[src/rtl/mpc_xbar_params.svh]
`ifndef MPC_XBAR_PARAMS_SVH
`define MPC_XBAR_PARAMS_SVH

// **************************************************
// crossbar geometry
// **************************************************
`define MPC_NUM_CH      3
`define MPC_NUM_BANK    4

`define MPC_ADDR_W      32
`define MPC_DATA_W      128

// bank select sits just above the 16-byte line offset
`define MPC_BANK_LSB    4

// **************************************************
// buffer depths
// **************************************************
`define MPC_WBUF_DEPTH  4    // write-buffer ids per bank
`define MPC_ROB_DEPTH   4    // reorder slots per channel

`endif

[src/rtl/mpc_pkg.sv]
`include "mpc_xbar_params.svh"

package mpc_pkg;

    // payload
    typedef logic [`MPC_ADDR_W-1:0] addr_t;
    typedef logic [`MPC_DATA_W-1:0] data_t;

    // routing tags
    typedef logic [$clog2(`MPC_NUM_BANK)-1:0] bank_id_t;
    typedef logic [$clog2(`MPC_NUM_CH)-1:0]   ch_id_t;

    // buffer indices, echoed back by the banks
    typedef logic [$clog2(`MPC_WBUF_DEPTH)-1:0] wbuf_id_t;
    typedef logic [$clog2(`MPC_ROB_DEPTH)-1:0]  rob_id_t;

endpackage

[src/rtl/mpc_ifs.sv]
`timescale 1ns/1ps

// request from a channel reorder buffer into the request crossbar
interface ch_req_if
    import mpc_pkg::*;
();
    logic    valid;
    logic    ready;
    logic    write;
    addr_t   addr;
    data_t   wdata;
    rob_id_t rob_id;    // reorder slot reserved for the response

    modport source (
        output valid, write, addr, wdata, rob_id,
        input  ready
    );

    modport target (
        input  valid, write, addr, wdata, rob_id,
        output ready
    );
endinterface


[src/rtl/chan_rob.sv]
`timescale 1ns/1ps
`include "mpc_xbar_params.svh"

module chan_rob
    import mpc_pkg::*;
(
    input  logic       clk,
    input  logic       rst_n,

    input  logic       req_valid,
    input  logic       req_write,
    input  addr_t      req_addr,
    input  data_t      req_wdata,
    output logic       req_ready,
    ch_req_if.source   ch_req,

    input  logic       rsp_valid,
    input  rob_id_t    rsp_rob_id,
    input  data_t      rsp_data,

    output logic       ch_rsp_valid,
    output data_t      ch_rsp_data,
    input  logic       ch_rsp_ready
);

    localparam int DEPTH = `MPC_ROB_DEPTH;
    localparam int CNT_W = $clog2(DEPTH + 1);

    rob_id_t          head_q;
    rob_id_t          tail_q;
    logic [CNT_W-1:0] cnt_q;
    logic [DEPTH-1:0] present_q;    // response data landed in slot
    data_t            slot_data [DEPTH];

    logic             full;
    logic             alloc;
    logic             retire;

    assign full = (cnt_q == CNT_W'(DEPTH));

    // **************************************************
    // issue side, tail slot reserved on acceptance
    // **************************************************
    assign ch_req.valid  = req_valid && !full;
    assign ch_req.write  = req_write;
    assign ch_req.addr   = req_addr;
    assign ch_req.wdata  = req_wdata;
    assign ch_req.rob_id = tail_q;
    assign req_ready     = ch_req.ready && !full;

    assign alloc = ch_req.valid && ch_req.ready;

    // **************************************************
    // return side, in issue order
    // **************************************************
    assign ch_rsp_valid = (cnt_q != '0) && present_q[head_q];
    assign ch_rsp_data  = slot_data[head_q];
    assign retire       = ch_rsp_valid && ch_rsp_ready;

    always_ff @(posedge clk) begin
        if (!rst_n) begin
            head_q    <= '0;
            tail_q    <= '0;
            cnt_q     <= '0;
            present_q <= '0;
        end else begin
            if (alloc)
                tail_q <= tail_q + rob_id_t'(1);
            if (retire) begin
                head_q            <= head_q + rob_id_t'(1);
                present_q[head_q] <= 1'b0;    // slot is free again
            end
            // never the head slot while it retires, that one is already present
            if (rsp_valid)
                present_q[rsp_rob_id] <= 1'b1;
            case ({alloc, retire})
                2'b10:   cnt_q <= cnt_q + CNT_W'(1);
                2'b01:   cnt_q <= cnt_q - CNT_W'(1);
                default: cnt_q <= cnt_q;
            endcase
        end
    end

    always_ff @(posedge clk) begin
        if (rsp_valid)
            slot_data[rsp_rob_id] <= rsp_data;
    end

endmodule

[src/flat_wrapper.sv]
// flat-port wrapper written by rule: the top's interface ports become plain ports
module chan_rob_flat import mpc_pkg::*;
  (clk, rst_n, req_valid, req_write, req_addr, req_wdata, req_ready, rsp_valid, rsp_rob_id, rsp_data, ch_rsp_valid, ch_rsp_data, ch_rsp_ready, ch_req_valid, ch_req_write, ch_req_addr, ch_req_wdata, ch_req_rob_id, ch_req_ready);
  ch_req_if ch_req_i ();
  input  logic clk;
  input  logic rst_n;
  input  logic req_valid;
  input  logic req_write;
  input  addr_t req_addr;
  input  data_t req_wdata;
  output logic req_ready;
  input  logic rsp_valid;
  input  rob_id_t rsp_rob_id;
  input  data_t rsp_data;
  output logic ch_rsp_valid;
  output data_t ch_rsp_data;
  input  logic ch_rsp_ready;
  output wire logic [$bits(ch_req_i.valid)-1:0] ch_req_valid;
  output wire logic [$bits(ch_req_i.write)-1:0] ch_req_write;
  output wire logic [$bits(ch_req_i.addr)-1:0] ch_req_addr;
  output wire logic [$bits(ch_req_i.wdata)-1:0] ch_req_wdata;
  output wire logic [$bits(ch_req_i.rob_id)-1:0] ch_req_rob_id;
  input wire logic [$bits(ch_req_i.ready)-1:0] ch_req_ready;
  assign ch_req_valid = ch_req_i.valid;
  assign ch_req_write = ch_req_i.write;
  assign ch_req_addr = ch_req_i.addr;
  assign ch_req_wdata = ch_req_i.wdata;
  assign ch_req_rob_id = ch_req_i.rob_id;
  assign ch_req_i.ready = ch_req_ready;
  chan_rob u_core (.clk(clk), .rst_n(rst_n), .req_valid(req_valid), .req_write(req_write), .req_addr(req_addr), .req_wdata(req_wdata), .req_ready(req_ready), .ch_req(ch_req_i), .rsp_valid(rsp_valid), .rsp_rob_id(rsp_rob_id), .rsp_data(rsp_data), .ch_rsp_valid(ch_rsp_valid), .ch_rsp_data(ch_rsp_data), .ch_rsp_ready(ch_rsp_ready));
endmodule
[config.mk]
export PLATFORM = sky130hd
export DESIGN_NAME = chan_rob_flat
export DESIGN_NICKNAME = d
export VERILOG_FILES = /design/src/rtl/mpc_pkg.sv /design/src/rtl/mpc_ifs.sv /design/src/rtl/chan_rob.sv /design/src/flat_wrapper.sv
export VERILOG_INCLUDE_DIRS = /design/src /design/src/rtl
export SDC_FILE = /design/constraint.sdc
export NUM_CORES = 1
export LEC_CHECK = 0
export ABC_AREA = 1
export BUFFER_PORTS_ARGS = -buffer_cell sky130_fd_sc_hd__buf_2
export CAP_MARGIN = 10
export CORE_AREA = 2 2 230 232
export CTS_CLUSTER_DIAMETER = 50
export DETAILED_ROUTE_END_ITERATION = 7
export DIE_AREA = 0 0 232 234
export PLACE_DENSITY = 0.71
export SYNTH_ARGS = -nofsm -noshare
export SYNTH_HDL_FRONTEND = slang
export SYNTH_SLANG_ARGS = --single-unit
export TNS_END_PERCENT = 50
[constraint.sdc]
create_clock -name clk -period 12 [get_ports clk]
set_clock_uncertainty 0.05 [all_clocks]
set_input_delay 0.6 -clock clk [delete_from_list [all_inputs] [get_ports clk]]
set_output_delay 0.6 -clock clk [all_outputs]
set_load 0.005 [all_outputs]
==> results.toml <==
[power_and_ir_drop]
comb_power_share_pct = 4.5
ir_drop_uv = 118
intPower_uw = 3150
power_frac_seq_pct = 53.4
power.density_nw_per_um2 = 169
power.share.clock_pct = 42.1
p_leak_uw = 0.00818
switching_power_uw = 841
switching_share_pct = 21.1

[synthesis]
synth_nets = 1794
ys_seq_area_share_pct = 74.4
synth_warnings = 0
syn_area_sq_um = 21000
synth_cell_type_count = 27
ys_ff_latch = 525
postSynthCellCount = 1491
syn_avg_cell_area_sq_um = 14.1

[cells_and_area]
final_nets = 1886
fin_cells = 2326
drive_gt1_share_pct = 25.8
n_fill_cell = 4561
synthToLayoutAreaGrowth_pct = 12.1

[cts]
cts.sinks = 525
cts-resized-gates = 0
cts_tree = "done"
clk_latency_ns = 0.59
holdBufCountCts = 0
h-tree-depth = 2
root_buffer = "clkbuf_16"
clk_pin_slew_worst_paths_ns = 0.06
cts-buffers-inserted = 55
clock_path_buffers = 3
cts_setup_buffers = 0

[grt]
grt_max_degree = 160
antenna_found_initial = 17
grt_pass1_vias = 11788
grt_usage_pct = 23.3
overflow = 0
grt_pass1_wl_um = 88800

[detailed_routing]
vias_per_cell = 5.39
final_antenna_net_count = 0
drt-total-wl_um = 66300
drcViolationCount = 0
first_pass_iters = 5
routed-via-count = 12534
drtIter0Drc = 900
routedWlPerCell_um = 28.5

[timing]
grt_setup_unrepaired = "false"
setup_viol = 0
worst_pin_slew_ns = 1.10
slew_viol_final = 0
hold_violations = 0
setup_tns_ns = 0
slew_headroom_pct = 26.4
finalWorstSetupSlack_ns = 7.83
fmax_ghz = 0.240
period_minus_slack_ns = 4.17
timing.final.crit_share_pct = 34.7

[critical_path]
crit_chain = "inv_8 -> buf_4 -> nor2_1 -> o22ai_1 -> buf_2"
worst_path_dominant_cell_family = "buffers and inverters"
worstSetupPathType = "reg -> out"
critPathMaxStageDelay_ns = 0.93
required_ns = 11.35
cp_slowest_cell = "buf_4"
rrSetupSlack_ns = 9.87
crit_path_end_kind = "output pin"
cp_data_arrival_time_ns = 3.52
start_kind = "register"
critPathBufInv = 3
crit_fanout = 159

[placement]
dp_cells = 2214
portBuffers = 268
dp_slack_ns = 8.53
hpwlAfterDp_um = 45900
place_congestion = 0.896

[floorplanning]
fp-row-count = 84
placeableCoreArea_sq_um = 52000
design.portCount = 591
start_util_pct = 40.4
dieArea_sq_um = 54300
die_x_um = 232
die_h_um = 234

[hold_path]
hp-class = "in -> reg"

[outcome]
status = "complete, no violations"

[run]
drv_cap = 0
-- path summary, 6_finish.rpt --
check                                               end  cells after the start           startpoint
worst min register to register      u_core.present_q[1]                      2  u_core.present_q[1]
worst max register to register          u_core.cnt_q[2]                     11     u_core.head_q[0]
worst min-delay path            u_core.slot_data[0][93]                      1         rsp_data[93]
worst max-delay path                     ch_rsp_data[3]                      5             register
-- power groups by stage --
stage | logic (uW) | registers [uW] | clock network [uW]
after floorplan | 126 | 2180 | 0
after global placement | 174 | 2170 | 0
after detailed placement | 181 | 2170 | 0
after CTS | 182 | 2130 | 1710
after global routing | 198 | 2140 | 1780
final | 179 | 2130 | 1680
-- cells in the final DEF (no fill, tap or decap), types with 4 or more instances in the layout --
cell type / count
buf_4: 9
o21ai_1: 118
clkinvlp_4: 6
edfxtp_1: 512
nand2_1: 15
o21ai_0: 142
inv_1: 18
bufinv_16: 5
clkinv_2: 10
nand4_1: 4
inv_6: 6
diode_2: 10
clkbuf_1: 10
nand3_1: 4
buf_2: 268
nor3_2: 4
o22ai_2: 40
o22ai_1: 88
ha_1: 5
dfxtp_1: 11
nor2_1: 259
clkbuf_16: 55
a21oi_1: 12
clkinv_1: 6
-- cell families after synthesis --
group                      Yosys count  synth area share (%)
AOI/OAI and AO/OA                  401                  11.5
adders and majority gates            6                 0.393
buffers and inverters              269                  8.30
DFF                                525                  74.4
and+or+nand+nor                    290                  5.34
-- synth_stat cells (all sizes together) --
master  count  area [sq um]
nand2      16          62.6
a21boi      1          7.51
o21ai     260          1300
ha          5          62.6
nor3b       1          7.51
nor3        5          25.0
clkbuf     34           128
o22ai     128          1050
a21oi      12          60.1
buf       211          1520
edfxtp    512         15400
nand4       4          25.0
nor2      259           972
fa          1          20.0
clkinv      1          3.75
dfxtp      13           260
nand3       5          30.0
inv        23          88.8
-- routing by layer --
metal  part of all wire (%)  GRT usage, %
met1                     30          21.3
met2                     45          35.7
met3                     18          18.6
met4                    6.6          14.2
met5                   0.30          2.50
-- stage by stage --
step,hold slack (ns),power [uW],instance area [sq um],util [%]
after CTS,0.112,4020,23500,45.2
after global routing,0.132,4110,23500,45.2
after global placement,0.391,2340,21700,41.7
after detailed placement,0.410,2350,21700,41.7
final,0.162,3990,23500,45.3
after floorplan,0.390,2310,21000,-
-- flip-flops by register name (all words and copies together), names as in the netlist, named ones only --
name,cells
u_core.head_q,2
u_core.present_q,4
u_core.ch_req.rob_id,2
u_core.cnt_q,3
u_core.slot_data,512
-- final cells by class --
cell class | count | area, sq um | share of cell area, %
timing repair buffer | 280 | 1470 | 6.24
antenna | 10 | 25.0 | 0.106
inverter | 24 | 100 | 0.425
clock inverter | 34 | 344 | 1.46
sequential | 525 | 15600 | 66.4
multi-input combinational | 697 | 3640 | 15.5
tap | 688 | 861 | 3.66
clock buffer | 68 | 1460 | 6.18
No activity file was read; power rests on OpenSTA's default activity.
