<file path="config.mk">
export PLATFORM = sky130hd
export DESIGN_NAME = wbuf_id_alloc_flat
export DESIGN_NICKNAME = d
export VERILOG_FILES = /design/src/rtl/mpc_pkg.sv /design/src/rtl/mpc_ifs.sv /design/src/rtl/wbuf_id_alloc.sv /design/src/flat_wrapper.sv
export VERILOG_INCLUDE_DIRS = /design/src /design/src/rtl
export SDC_FILE = /design/constraint.sdc
export NUM_CORES = 1
export LEC_CHECK = 0
export BUFFER_PORTS_ARGS = -buffer_cell sky130_fd_sc_hd__buf_2
export CELL_PAD_IN_SITES_DETAIL_PLACEMENT = 0
export CELL_PAD_IN_SITES_GLOBAL_PLACEMENT = 1
export CORE_AREA = 5 5 130 132
export DETAILED_ROUTE_END_ITERATION = 7
export DIE_AREA = 0 0 135 137
export HOLD_SLACK_MARGIN = 0.1
export PLACE_DENSITY = 0.76
export SLEW_MARGIN = 10
export SYNTH_ARGS = -nofsm -noshare
export SYNTH_HDL_FRONTEND = slang
export SYNTH_SLANG_ARGS = --single-unit
</file>
<file path="constraint.sdc">
create_clock -name clk -period 3.5 [get_ports clk]
set_input_delay 0.525 -clock clk [delete_from_list [all_inputs] [get_ports clk]]
set_output_delay 0.525 -clock clk [all_outputs]
set_load 0.02 [all_outputs]
</file>
<file path="src/rtl/mpc_xbar_params.svh">
`ifndef MPC_XBAR_PARAMS_SVH
`define MPC_XBAR_PARAMS_SVH

// **************************************************
// crossbar geometry
// **************************************************
`define MPC_NUM_CH      3
`define MPC_NUM_BANK    4

`define MPC_ADDR_W      32
`define MPC_DATA_W      128

// bank select sits just above the 16-byte line offset
`define MPC_BANK_LSB    4

// **************************************************
// buffer depths
// **************************************************
`define MPC_WBUF_DEPTH  4    // write-buffer ids per bank
`define MPC_ROB_DEPTH   4    // reorder slots per channel

`endif

</file>
<file path="src/rtl/mpc_pkg.sv">
`include "mpc_xbar_params.svh"

package mpc_pkg;

    // payload
    typedef logic [`MPC_ADDR_W-1:0] addr_t;
    typedef logic [`MPC_DATA_W-1:0] data_t;

    // routing tags
    typedef logic [$clog2(`MPC_NUM_BANK)-1:0] bank_id_t;
    typedef logic [$clog2(`MPC_NUM_CH)-1:0]   ch_id_t;

    // buffer indices, echoed back by the banks
    typedef logic [$clog2(`MPC_WBUF_DEPTH)-1:0] wbuf_id_t;
    typedef logic [$clog2(`MPC_ROB_DEPTH)-1:0]  rob_id_t;

endpackage

</file>
<file path="src/rtl/mpc_ifs.sv">


// arbitrated request heading for one bank, before the write-buffer id gate
interface bank_req_if
    import mpc_pkg::*;
();
    logic    valid;
    logic    ready;
    logic    write;
    addr_t   addr;
    data_t   wdata;
    ch_id_t  ch_id;
    rob_id_t rob_id;

    modport source (
        output valid, write, addr, wdata, ch_id, rob_id,
        input  ready
    );

    modport target (
        input  valid, write, addr, wdata, ch_id, rob_id,
        output ready
    );
endinterface

</file>
<file path="src/rtl/wbuf_id_alloc.sv">
`timescale 1ns/1ps
`include "mpc_xbar_params.svh"

module wbuf_id_alloc
    import mpc_pkg::*;
(
    input  logic        clk,
    input  logic        rst_n,
    bank_req_if.target  req_in,

    output logic        bank_req_valid,
    output logic        bank_req_write,
    output addr_t       bank_req_addr,
    output data_t       bank_req_wdata,
    output ch_id_t      bank_req_ch_id,
    output rob_id_t     bank_req_rob_id,
    output wbuf_id_t    bank_req_wbuf_id,
    input  logic        bank_req_ready,

    input  logic        free_valid,
    input  wbuf_id_t    free_id
);

    localparam int DEPTH = `MPC_WBUF_DEPTH;
    localparam int CNT_W = $clog2(DEPTH + 1);

    wbuf_id_t         free_list [DEPTH];
    wbuf_id_t         rd_ptr_q;
    wbuf_id_t         wr_ptr_q;
    logic [CNT_W-1:0] cnt_q;
    logic             empty;
    logic             id_ok;
    logic             pop;

    assign empty = (cnt_q == '0);
    assign id_ok = !req_in.write || !empty;    // reads pass without an id

    assign bank_req_valid   = req_in.valid && id_ok;
    assign req_in.ready     = bank_req_ready && id_ok;
    assign bank_req_write   = req_in.write;
    assign bank_req_addr    = req_in.addr;
    assign bank_req_wdata   = req_in.wdata;
    assign bank_req_ch_id   = req_in.ch_id;
    assign bank_req_rob_id  = req_in.rob_id;
    assign bank_req_wbuf_id = free_list[rd_ptr_q];

    assign pop = bank_req_valid && bank_req_ready && req_in.write;

    // **************************************************
    // free list fifo, full of ids out of reset
    // **************************************************
    always_ff @(posedge clk) begin
        if (!rst_n) begin
            for (int i = 0; i < DEPTH; i++)
                free_list[i] <= wbuf_id_t'(i);
            rd_ptr_q <= '0;
            wr_ptr_q <= '0;
            cnt_q    <= CNT_W'(DEPTH);
        end else begin
            if (pop)
                rd_ptr_q <= rd_ptr_q + wbuf_id_t'(1);
            if (free_valid) begin
                free_list[wr_ptr_q] <= free_id;    // usable next cycle
                wr_ptr_q            <= wr_ptr_q + wbuf_id_t'(1);
            end
            case ({free_valid, pop})
                2'b10:   cnt_q <= cnt_q + CNT_W'(1);
                2'b01:   cnt_q <= cnt_q - CNT_W'(1);
                default: cnt_q <= cnt_q;
            endcase
        end
    end

endmodule

</file>
<file path="src/flat_wrapper.sv">
// flat-port wrapper written by rule: the top's interface ports become plain ports
module wbuf_id_alloc_flat import mpc_pkg::*;
  (clk, rst_n, bank_req_valid, bank_req_write, bank_req_addr, bank_req_wdata, bank_req_ch_id, bank_req_rob_id, bank_req_wbuf_id, bank_req_ready, free_valid, free_id, req_in_valid, req_in_write, req_in_addr, req_in_wdata, req_in_ch_id, req_in_rob_id, req_in_ready);
  bank_req_if req_in_i ();
  input  logic clk;
  input  logic rst_n;
  output logic bank_req_valid;
  output logic bank_req_write;
  output addr_t bank_req_addr;
  output data_t bank_req_wdata;
  output ch_id_t bank_req_ch_id;
  output rob_id_t bank_req_rob_id;
  output wbuf_id_t bank_req_wbuf_id;
  input  logic bank_req_ready;
  input  logic free_valid;
  input  wbuf_id_t free_id;
  input wire logic [$bits(req_in_i.valid)-1:0] req_in_valid;
  input wire logic [$bits(req_in_i.write)-1:0] req_in_write;
  input wire logic [$bits(req_in_i.addr)-1:0] req_in_addr;
  input wire logic [$bits(req_in_i.wdata)-1:0] req_in_wdata;
  input wire logic [$bits(req_in_i.ch_id)-1:0] req_in_ch_id;
  input wire logic [$bits(req_in_i.rob_id)-1:0] req_in_rob_id;
  output wire logic [$bits(req_in_i.ready)-1:0] req_in_ready;
  assign req_in_i.valid = req_in_valid;
  assign req_in_i.write = req_in_write;
  assign req_in_i.addr = req_in_addr;
  assign req_in_i.wdata = req_in_wdata;
  assign req_in_i.ch_id = req_in_ch_id;
  assign req_in_i.rob_id = req_in_rob_id;
  assign req_in_ready = req_in_i.ready;
  wbuf_id_alloc u_core (.clk(clk), .rst_n(rst_n), .req_in(req_in_i), .bank_req_valid(bank_req_valid), .bank_req_write(bank_req_write), .bank_req_addr(bank_req_addr), .bank_req_wdata(bank_req_wdata), .bank_req_ch_id(bank_req_ch_id), .bank_req_rob_id(bank_req_rob_id), .bank_req_wbuf_id(bank_req_wbuf_id), .bank_req_ready(bank_req_ready), .free_valid(free_valid), .free_id(free_id));
endmodule
</file>
==> impl_summary.txt <==
----------------------------------------------------
[Synth]
  Synthesized cell area ... 2040 sq um
  Flops & latches, synth ... 17
  Largest cells by area after synthesis ... sky130_fd_sc_hd__buf_4 61%, sky130_fd_sc_hd__edfxtp_1 12%, sky130_fd_sc_hd__dfxtp_1 8.9%
  Cell type with the highest aggregate area in the netlist ... sky130_fd_sc_hd__buf_4
  Synth Net Count ... roughly 410
  Area fraction of the dominant cell type after synthesis ... 0.608
  Sequential fraction of the synthesis area ... 0.207
  Count of mapped cells out of synthesis ... between 200 and 250
  Number of distinct library cells after synthesis ... 26
  Warnings, synthesis ... 0
  Average size of a mapped cell ... between 8 and 9 sq um

[Timing]
  Setup repair after global routing missed its margin ... false
  Final number of max-transition violations ... 0
  Setup violators final ... 0
  Final setup TNS ... 0 ns
  Slew at the pin closest to its max-slew limit ... around 0.38 ns
  Count of endpoints failing hold in the final timing report ... 0
  Top achievable clock speed ... about 500 MHz
  Setup skew after layout ... approximately 0.0031 ns
  Worst-case headroom to the max-slew limit ... 0.744
  Tmin final ... 1.99 ns
  Final period util ... 0.569

[Critical path]
  Kind of capture point of the worst setup path ... register
  Slowest stage cell, crit path ... sky130_fd_sc_hd__dfxtp_1
  Critical path required time ... approximately 3.7 ns
  Crit path arrival time ... 2.18 ns
  Critical Path Source Type ... register
  Length in cells of the worst reg-to-reg path ... 8
  Delay of the slowest critical-path stage ... 0.38 ns
  Critical path fanouts, max ... 5
  Critical Path Source ... u_core.cnt_q[0]
  Crit path to ... u_core.cnt_q[2]
  Endpoint of the worst-slack reg-to-reg timing path ... u_core.cnt_q[2]
  Origin of the critical flop-to-flop path ... u_core.cnt_q[0]
  Cell-by-cell listing of the critical path ... nor3_2 > nor2_1 > ha_1 > inv_1 > fa_1 > xor2_1 > or3_1 > nand3_1
  Register-to-register setup slack ... about 1.5 ns
  CP Class ... reg -> reg

[Pwr]
  Part of the power in registers ... 0.445
  Power per unit of standard cell area ... roughly 430 nW/um^2
  Final Power ... 0.520 mW
  Fraction of power consumed by the clock network ... 0.432
  Internal Pwr Total ... roughly 0.40 mW
  Maximum vdd ir drop ... around 0.14 mV
  Reported leakage power ... around 0.37 nW
  Power dissipated by switching net loads ... approximately 0.12 mW
  Fraction of power consumed by combinational cells ... 0.122
  Fraction of power spent switching nets ... 0.226

[CTS]
  H-tree depth ... 1
  Maximum root-to-sink buffer count ... 2
  Post-CTS sizing ... 0
  # hold bufs at CTS ... 0
  Inserted Clock Buffers ... 3
  Source-to-sink clock delay at the later pin of the worst-skew pair ... roughly 0.25 ns
  Total number of clock tree sinks ... 17
  Cell at the root of the clock tree ... sky130_fd_sc_hd__clkbuf_16
  Post-CTS Setup Inserts ... 0
  Clock tree from TritonCTS ... done
  Clock input transition at the sequential cells of the worst setup and hold paths ... about 0.050 ns

[Drt]
  Detailed-route vias per instance ... 2.78
  Initial detailed-routing violation count ... 33
  Post-detailed-route wirelength per cell ... around 16 um
  Via count ... 846
  Post-Route WL ... slightly below 5000 um
  DR DRC count ... 0
  Final antenna-violating net count ... 0
  Number of optimization iterations in the first detailed-route pass ... 2

[Floorplanning]
  Ports ... around 340
  Die Width ... between 100 and 150 um
  Starting density of the core ... 0.131
  Number of rows in the core area ... 46
  Die Footprint ... ~18000 sq um
  Die boundary height ... approximately 140 um
  Core region area ... 15600 sq um

[Global route]
  Largest net degree at the start of global routing ... 17
  Via count of the first global-routing pass ... 974
  Number of antenna violations at the first check in global routing ... 0
  Global-route wire length before repair ... 6420 um
  Aggregate global routing overflow ... 0
  Combined global-route utilization of all metal layers ... 0.0497

[Place]
  Port Buf Inserts ... 12
  HPWL Detailed ... around 4200 um
  Final weighted congestion in routability-driven placement ... 0.657

[Final layout]
  Area growth, synth to finish ... -41.2%
  Ratio of cells with drive above 1 in the final layout ... 0.205
  Most frequent standard cell in the layout excluding fill and tap cells ... sky130_fd_sc_hd__buf_2
  Diode count ... 0
  Commonest cells after routing, fill and taps aside ... 12 x sky130_fd_sc_hd__buf_2, 9 x sky130_fd_sc_hd__dfxtp_1, 8 x sky130_fd_sc_hd__edfxtp_1, 7 x sky130_fd_sc_hd__nand2_1
  Nets ... about 260

[Run status]
  Outcome ... completed

[Worst hold path]
  HP Class ... reg -> reg

[Flow run]
  Number of max-cap violations ... 0

----------------------------------------------------
==> power by group through the flow <==
stage	Combinational, mW	Sequential [mW]	Clock [mW]
CTS	0.0649	0.232	0.230
detailed placement	0.0643	0.236	0
global placement	0.0615	0.235	0
global route	0.0717	0.233	0.238
floorplan	0.318	0.233	0
finish	0.0636	0.232	0.225
==> metal layers <==
metal | track usage | vias up | wire (um) | part of all wire
li1 | - | 288 | - | -
met1 | 0.0281 | 329 | 983 | 0.20
met2 | 0.0575 | 140 | 1820 | 0.37
met3 | 0.0654 | 87 | 1480 | 0.30
met4 | 0.0689 | 2 | 610 | 0.12
met5 | 0.0278 | - | 38 | 0.0077
==> final cells by class <==
type	instances	area (sq um)
Fill cell	1810	14400
Sequential cell	17	420
Multi-Input combinational cell	49	345
Tap cell	216	270
Clock buffer	4	78.8
Timing Repair Buffer	12	60.1
Inverter	6	22.5
==> cell usage after synthesis, drive strengths merged <==
cell type  count
edfxtp         8
nor3           4
nand3          4
ha             1
mux4           2
nand4          1
inv            6
nor2b          1
and3           1
and2           4
fa             1
dfxtp          9
clkbuf         1
xnor2          2
o21ai          6
buf          166
mux2i          2
nor2           2
xor2           2
nand2          7
nand2b         3
or3            3
a21boi         3
==> worst max-delay path: cells and delay by family, from the launching register on <==
| family | cells | cell delay [ns] |
|---|---|---|
| adders and majority gates | 2 | 0.61 |
| and+or+nand+nor | 4 | 0.73 |
| xor gates and xnor gates | 1 | 0.16 |
| DFF | 1 | 0.38 |
| buffers and inverters | 1 | 0.06 |
==> worst min-delay path by stage <==
stage	start	end	slack, ns	depth (start not counted)
after global routing	u_core.rd_ptr_q[0]	u_core.rd_ptr_q[0]	0.53	2
after global placement	u_core.rd_ptr_q[0]	u_core.rd_ptr_q[0]	0.49	2
after detailed placement	u_core.rd_ptr_q[0]	u_core.rd_ptr_q[0]	0.50	2
final	u_core.rd_ptr_q[0]	u_core.rd_ptr_q[0]	0.50	2
after floorplan	u_core.rd_ptr_q[1]	register	0.46	2
after CTS	u_core.rd_ptr_q[0]	u_core.rd_ptr_q[0]	0.51	2
==> cells by family (layout without fill, tap and decap cells) <==
family,Yosys count,after routing,share of synthesized area
XOR/XNOR,4,4,0.0172
AND/OR/NAND/NOR,30,30,0.0787
adder cells (fa/ha/maj),2,2,0.0160
buffers and inverters,173,22,0.624
AO/OA/AOI/OAI,9,9,0.0258
flip-flops,17,17,0.207
multiplexers,4,4,0.0320
==> metrics by stage <==
| step | worst slack (ns) | hold slack [ns] | utilization | instances | instance area (sq um) |
|---|---|---|---|---|---|
| 2_1_floorplan | 1.50 | 0.456 | - | 239 | 2040 |
| 3_3_place_gp | 1.31 | 0.492 | 0.0717 | 300 | 1120 |
| 3_5_place_dp | 1.26 | 0.500 | 0.0717 | 300 | 1120 |
| 4_1_cts | 1.51 | 0.507 | 0.0768 | 304 | 1200 |
| 5_1_grt | 1.36 | 0.529 | 0.0768 | 304 | 1200 |
| 6_report | 1.51 | 0.502 | 0.0768 | 304 | 1200 |
No activity file was read; power rests on OpenSTA's default activity.
